<file path="src/hdl/cla_pkg.sv">
package cla_pkg;

    // Operand width of the adder
    localparam int DATA_W = 8;

    // Carries c0 through c8
    localparam int CARRY_W = DATA_W + 1;

    // Two's-complement sign position
    localparam int SIGN_BIT = DATA_W - 1;

    // Operand or sum word
    typedef logic [DATA_W-1:0] data_t;

    // Full carry chain, c0 at bit 0
    typedef logic [CARRY_W-1:0] carry_t;

    // Per-bit propagate, generate or half sum
    typedef logic [DATA_W-1:0] pg_t;

endpackage
</file>
<file path="src/hdl/result_pkg.sv">
package result_pkg;

    import cla_pkg::*;

    // Largest positive two's-complement value, 0111_1111
    localparam data_t SAT_MAX = {1'b0, {(DATA_W-1){1'b1}}};

    // Most negative value, 1000_0000
    localparam data_t SAT_MIN = {1'b1, {(DATA_W-1){1'b0}}};

    // Value of the sign bit for each polarity
    localparam logic SIGN_POS = 1'b0;
    localparam logic SIGN_NEG = 1'b1;

endpackage

</file>
<file path="src/hdl/cla_pipe_top.sv">
`timescale 1ns/1ps

module cla_pipe_top
    import cla_pkg::*;
(
    input  logic  clk,
    input  logic  rst_n,
    input  logic  in_valid,
    input  data_t a,
    input  data_t b,
    input  logic  sat_en,
    output logic  out_valid,
    output data_t sum,
    output logic  carry_out,
    output logic  ovf,
    output logic  uvf
);

    // Stage 1 outputs
    logic   s1_valid;
    pg_t    s1_p;
    pg_t    s1_g;
    pg_t    s1_t;
    logic   s1_a_sign;
    logic   s1_b_sign;
    logic   s1_sat;

    // Stage 2 outputs
    logic   s2_valid;
    pg_t    s2_t;
    carry_t s2_c;
    logic   s2_a_sign;
    logic   s2_b_sign;
    logic   s2_sat;

    pg_stage u_pg (
        .clk       (clk),
        .rst_n     (rst_n),
        .in_valid  (in_valid),
        .a         (a),
        .b         (b),
        .sat_en    (sat_en),
        .s1_valid  (s1_valid),
        .s1_p      (s1_p),
        .s1_g      (s1_g),
        .s1_t      (s1_t),
        .s1_a_sign (s1_a_sign),
        .s1_b_sign (s1_b_sign),
        .s1_sat    (s1_sat)
    );

    carry_stage u_carry (
        .clk       (clk),
        .rst_n     (rst_n),
        .s1_valid  (s1_valid),
        .s1_p      (s1_p),
        .s1_g      (s1_g),
        .s1_t      (s1_t),
        .s1_a_sign (s1_a_sign),
        .s1_b_sign (s1_b_sign),
        .s1_sat    (s1_sat),
        .s2_valid  (s2_valid),
        .s2_t      (s2_t),
        .s2_c      (s2_c),
        .s2_a_sign (s2_a_sign),
        .s2_b_sign (s2_b_sign),
        .s2_sat    (s2_sat)
    );

    sum_stage u_sum (
        .clk       (clk),
        .rst_n     (rst_n),
        .s2_valid  (s2_valid),
        .s2_t      (s2_t),
        .s2_c      (s2_c),
        .s2_a_sign (s2_a_sign),
        .s2_b_sign (s2_b_sign),
        .s2_sat    (s2_sat),
        .out_valid (out_valid),
        .sum       (sum),
        .carry_out (carry_out),
        .ovf       (ovf),
        .uvf       (uvf)
    );

endmodule

</file>
<file path="src/hdl/sum_stage.sv">
`timescale 1ns/1ps

module sum_stage
    import cla_pkg::*;
    import result_pkg::*;
(
    input  logic   clk,
    input  logic   rst_n,
    input  logic   s2_valid,
    input  pg_t    s2_t,
    input  carry_t s2_c,
    input  logic   s2_a_sign,
    input  logic   s2_b_sign,
    input  logic   s2_sat,
    output logic   out_valid,
    output data_t  sum,
    output logic   carry_out,
    output logic   ovf,
    output logic   uvf
);

    data_t raw_sum;
    data_t sat_sum;
    logic  ovf_next;
    logic  uvf_next;

    assign raw_sum = s2_t ^ s2_c[DATA_W-1:0]; // Each bit takes the carry from below

    // Two positives that come out negative
    assign ovf_next = (s2_a_sign == SIGN_POS) && (s2_b_sign == SIGN_POS)
                   && (raw_sum[SIGN_BIT] == SIGN_NEG);

    // Two negatives that come out positive
    assign uvf_next = (s2_a_sign == SIGN_NEG) && (s2_b_sign == SIGN_NEG)
                   && (raw_sum[SIGN_BIT] == SIGN_POS);

    // Clamp only when the operation asked for it
    always_comb
    begin
        sat_sum = raw_sum;
        if (s2_sat && ovf_next)
        begin
            sat_sum = SAT_MAX;
        end
        else if (s2_sat && uvf_next)
        begin
            sat_sum = SAT_MIN;
        end
    end

    always_ff @(posedge clk or negedge rst_n)
    begin
        if (!rst_n)
        begin
            out_valid <= 1'b0;
            sum       <= '0;
            carry_out <= 1'b0;
            ovf       <= 1'b0;
            uvf       <= 1'b0;
        end
        else
        begin
            out_valid <= s2_valid;
            // Flags only ever high alongside out_valid
            ovf       <= s2_valid & ovf_next;
            uvf       <= s2_valid & uvf_next;
            if (s2_valid) // Sum and carry hold between results
            begin
                sum       <= sat_sum;
                carry_out <= s2_c[DATA_W]; // Ninth bit of the unsigned sum
            end
        end
    end

endmodule

</file>
<file path="src/hdl/carry_stage.sv">
`timescale 1ns/1ps

module carry_stage
    import cla_pkg::*;
(
    input  logic   clk,
    input  logic   rst_n,
    input  logic   s1_valid,
    input  pg_t    s1_p,
    input  pg_t    s1_g,
    input  pg_t    s1_t,
    input  logic   s1_a_sign,
    input  logic   s1_b_sign,
    input  logic   s1_sat,
    output logic   s2_valid,
    output pg_t    s2_t,
    output carry_t s2_c,
    output logic   s2_a_sign,
    output logic   s2_b_sign,
    output logic   s2_sat
);

    carry_t c_next;

    // No external carry-in on this adder
    assign c_next[0] = 1'b0;

    // Flattened lookahead, two logic levels per carry
    //   c[i] = g[i-1] | p[i-1]&g[i-2] | ... | p[i-1]..p[1]&g[0]
    // The p..p&c0 term is dropped because c0 is zero
    for (genvar i = 1; i < CARRY_W; i++)
    begin : g_carry
        logic [i-1:0] term;

        for (genvar j = 0; j < i; j++)
        begin : g_term
            if (j == i - 1)
            begin : g_top
                assign term[j] = s1_g[j]; // Generated right below this carry
            end
            else
            begin : g_chain
                // Generated at j, propagated through every bit above it
                assign term[j] = s1_g[j] & (&s1_p[i-1:j+1]);
            end
        end

        assign c_next[i] = |term;
    end

    always_ff @(posedge clk or negedge rst_n)
    begin
        if (!rst_n)
        begin
            s2_valid  <= 1'b0;
            s2_t      <= '0;
            s2_c      <= '0;
            s2_a_sign <= 1'b0;
            s2_b_sign <= 1'b0;
            s2_sat    <= 1'b0;
        end
        else
        begin
            s2_valid <= s1_valid;
            if (s1_valid)
            begin
                s2_t      <= s1_t; // Forwarded for the final XOR
                s2_c      <= c_next;
                s2_a_sign <= s1_a_sign;
                s2_b_sign <= s1_b_sign;
                s2_sat    <= s1_sat;
            end
        end
    end

endmodule

</file>
<file path="src/hdl/pg_stage.sv">
`timescale 1ns/1ps

module pg_stage
    import cla_pkg::*;
(
    input  logic  clk,
    input  logic  rst_n,
    input  logic  in_valid,
    input  data_t a,
    input  data_t b,
    input  logic  sat_en,
    output logic  s1_valid,
    output pg_t   s1_p,
    output pg_t   s1_g,
    output pg_t   s1_t,
    output logic  s1_a_sign,
    output logic  s1_b_sign,
    output logic  s1_sat
);

    pg_t p_next;
    pg_t g_next;
    pg_t t_next;

    // Propagate taken as OR, still correct since g covers the 1+1 case
    assign p_next = a | b;
    assign g_next = a & b;
    assign t_next = a ^ b; // Half sum

    always_ff @(posedge clk or negedge rst_n)
    begin
        if (!rst_n)
        begin
            s1_valid  <= 1'b0;
            s1_p      <= '0;
            s1_g      <= '0;
            s1_t      <= '0;
            s1_a_sign <= 1'b0;
            s1_b_sign <= 1'b0;
            s1_sat    <= 1'b0;
        end
        else
        begin
            s1_valid <= in_valid;
            if (in_valid) // Payload only moves with a valid operation
            begin
                s1_p      <= p_next;
                s1_g      <= g_next;
                s1_t      <= t_next;
                s1_a_sign <= a[SIGN_BIT];
                s1_b_sign <= b[SIGN_BIT];
                s1_sat    <= sat_en; // Mode sampled with the operands
            end
        end
    end

endmodule

</file>
<file path="config.mk">
export PLATFORM = sky130hd
export DESIGN_NAME = cla_pipe_top
export DESIGN_NICKNAME = d
export VERILOG_FILES = /design/src/hdl/cla_pkg.sv /design/src/hdl/result_pkg.sv /design/src/hdl/cla_pipe_top.sv /design/src/hdl/sum_stage.sv /design/src/hdl/carry_stage.sv /design/src/hdl/pg_stage.sv
export SDC_FILE = /design/constraint.sdc
export NUM_CORES = 1
export LEC_CHECK = 0
export BUFFER_PORTS_ARGS = -buffer_cell sky130_fd_sc_hd__buf_2
export CAP_MARGIN = 20
export CORE_MARGIN = 8
export CORE_UTILIZATION = 47
export DETAILED_ROUTE_END_ITERATION = 8
export PLACE_DENSITY = 0.73
export SYNTH_ARGS = -nofsm -noshare
export SYNTH_HDL_FRONTEND = slang
export SYNTH_SLANG_ARGS = --single-unit
</file>
<file path="constraint.sdc">
create_clock -name clk -period 1.35 [get_ports clk]
set_input_delay 0 -clock clk [delete_from_list [all_inputs] [get_ports clk]]
set_output_delay 0 -clock clk [all_outputs]
set_load 0.03 [all_outputs]
</file>
==> metrics.md <==
| Metric | Value |
|---|---|
| Outcome | `complete, no violations` |
| Avg WL per Cell | `13.4 microns` |
| CTS clk-pin slew, worst paths | `0.06 ns` |
| Count of final setup violators | `0` |
| Gpl congestion | `0.822` |
| # Max-Cap Violations | `0` |
| DP Area | `0.00291 sq mm` |
| Period utilization | `0.928` |
| Share of cells above drive strength 1 | `0.350` |
| Sequential share of the synthesized area | `0.565` |
| Flip-flop and latch area | `0.00148 sq mm` |
| Switching power share of the total | `0.292` |
| Clock group share of total power | `0.306` |
| Clock Path Buffers | `2` |
| Core box area | `0.00544 sq mm` |
| Gate power share | `0.210` |
| Die area | `0.00820 sq mm` |
| Initial Util | `0.480` |
| Hold slack | `0.0375 ns` |
| Setup TNS | `0 ns` |
| Setup CP Type | `flip-flop to flip-flop` |
| Measured slew at the worst slew-check pin | `0.305 ns` |
| Die W | `90.6 microns` |
| Fmax | `0.798 GHz` |
| Internal | `3280 uW` |
| Detailed-route via count | `1649` |
| N_diodes | `0` |
| Post-Route Skew | `0.00265 ns` |
| Multi-input gate area | `0.00103 sq mm` |
| Mapped Cells | `207` |
| Post-route ant nets | `0` |
| Critical Path RT | `1.55 ns` |
| Startpoint class of the critical path | `flip-flop` |
| Area leader, netlist | `dfrtp_1` |
| Die H | `90.6 microns` |
| Rel. slew slack | `0.797` |
| Register bit total from synthesis | `59` |
| First-pass GRT wire length | `7960 microns` |
| DRC viols | `0` |
| Largest net degree at the start of global routing | `60` |
| Ranking of synthesized cells by area | `dfrtp_1, mux2_2, ha_1` |
| Starting DRC count in detailed routing | `61` |
| Routed WL | `4450 microns` |
| Max VDD drop | `0.634 mV` |
| DRT Pass-1 Iters | `4` |
| Distinct cells, synth | `26` |
| RSZ-0062 raised after global routing | `false` |
| GR Overflow Total | `0` |
| Synthesized area | `0.00261 sq mm` |
| Largest fanout on the critical path | `3` |
| Inserted Clock Buffers | `9` |
| Layout fillers | `457` |
| Ys flop type | `dfrtp_1` |
| Vias in the first global route | `1741` |
| Fin. Hold Viols | `0` |
| Cell Count, Final, Fillers Out | `332` |
| Share of the synthesized area in the top cell type | `0.565` |
| HP Class | `input port to flip-flop` |
| Slew Viols, Final | `0` |
| # H-tree levels | `3` |
| Nets | `291` |
| Via-to-Cell Ratio | `4.97` |
| Final min period | `1.25 ns` |
| GRT Util Overall | `0.120` |
| # clock sinks | `59` |
| CTS tree | `yes` |
| Seq pwr share | `0.484` |
| YS warnings | `0` |
| Design area | `0.00316 sq mm` |
| Critical Path Sink Type | `flip-flop` |
| Clk_lat worst skew | `0.32 ns` |
| Async set or reset register ratio after synthesis | `1.00` |
| Layout overhead on the synthesized area | `20.8%` |
| Ports | `32` |
| P per Cell Area | `1470 mW/mm^2` |
| Port Buffers | `31` |
| Mapped Nets | `242` |
| P_sw | `1350 uW` |
| Antenna violations before repair | `0` |
| Placed cell count | `311` |
| Final HPWL DP | `3220 microns` |
| Leak | `0.00156 uW` |
| WP data arrival | `1.45 ns` |
| Avg Cell Area, Syn | `12.6 sq um` |
| CTS Root Cell | `clkbuf_8` |
| EDFF count, synth | `0` |
| Num rows | `27` |
| Total power draw | `4630 uW` |
## path summary, 6_finish.rpt
| kind | from | endpoint | slack [ns] | cells past startpoint |
|---|---|---|---|---|
| setup / recovery | u_pg.s1_p[4]$_DFFE_PN0P_ | u_carry.s2_c[8]$_DFFE_PN0P_ | 0.1 | 3 |
| hold / removal | b[0] | u_pg.s1_t[0]$_DFFE_PN0P_ | 0.04 | 3 |
| setup reg to reg | u_pg.s1_p[4]$_DFFE_PN0P_ | u_carry.s2_c[8]$_DFFE_PN0P_ | 0.1 | 3 |
| hold reg to reg | u_pg.s1_t[4]$_DFFE_PN0P_ | u_carry.s2_t[4]$_DFFE_PN0P_ | 0.50 | 1 |
| max in group asynchronous | rst_n | u_pg.s1_p[6]$_DFFE_PN0P_ | 0.88 | 3 |
| min in group asynchronous | rst_n | u_sum.uvf$_DFF_PN0_ | 0.21 | 3 |
## critical path, stage by stage, from the launching register on
cell and delay, ns:
dfrtp_1 0.39, a211o_1 0.34, a2111oi_4 0.29, a21oi_1 0.11
## layout by cell type (no fill, tap or decap), drive strengths merged
master,Yosys,final
o31ai,1,1
a211o,1,1
ha,15,15
a31oi,4,4
and4,1,1
a22o,1,1
a32oi,1,1
clkinv,0,2
buf,7,40
a21o,3,3
nand4,1,1
mux2,33,33
xor2,7,7
a2111oi,1,1
dlygate4sd3,0,5
nand2b,1,1
dfrtp,59,59
a211oi,1,1
a21oi,14,14
mux2i,7,7
and3,1,1
o21ai,7,7
nand3,3,3
o21a,2,2
nor2,14,14
clkbuf,0,13
inv,22,22
## sequential cells by signal, summed over array words and instances (netlist names), 7 cells and up
name,cells
u_sum.sum,8
u_carry.s2_c,8
u_pg.s1_p,7
u_pg.s1_t,8
u_pg.s1_g,8
u_carry.s2_t,8
## metrics by stage
step                 util  worst slack, ns
floorplan               -            0.139
global placement    0.535            0.108
detailed placement  0.535           0.0811
CTS                 0.577           0.0777
global route        0.580           0.0139
finish              0.580           0.0976
## what timing repair did
action,CTS,global route
hold buffers,5,0
setup endpoints to repair,0,1
setup buffers,0,1
endpoints found under the hold margin,63,0
resized for setup,0,1
## final cells by class
type                    instances  share of cell area
flip-flops and latches         59               0.468
well taps                      72              0.0285
repair buffers                 45              0.0943
inverters                      22              0.0262
clock buffers                  13              0.0535
multi-input cells             119               0.327
clock inverters                 2             0.00317
## metal layers
| layer | GRT usage | wire [microns] |
|---|---|---|
| met1 | 0.144 | 2090 |
| met5 | 0 | 0 |
| met4 | 0.0749 | 72 |
| met2 | 0.181 | 2030 |
| met3 | 0.0391 | 259 |
## synthesized netlist by cell type (all sizes together) (2+ instances only)
master / number
a31oi: 4
dfrtp: 59
nor2: 14
mux2: 33
o21a: 2
nand3: 3
xor2: 7
o21ai: 7
a21oi: 14
buf: 7
mux2i: 7
ha: 15
a21o: 3
inv: 22
## power groups by stage
stage,sequential (uW),combinational (uW),clock [uW]
2_1_floorplan,2410,487,0
3_3_place_gp,2260,942,0
3_5_place_dp,2280,961,0
4_1_cts,2240,977,1460
5_1_grt,2280,1080,1550
6_report,2240,975,1420
## cell families after synthesis
family,count (synthesis),share of synthesized area
adders and majority gates,15,0.0718
DFF,59,0.565
muxes,40,0.169
xor gates and xnor gates,7,0.0235
AOI/OAI and AO/OA,36,0.0886
buffers and inverters,29,0.0450
and+or+nand+nor,21,0.0369
Note: power is estimated with default switching activity, not from simulation.
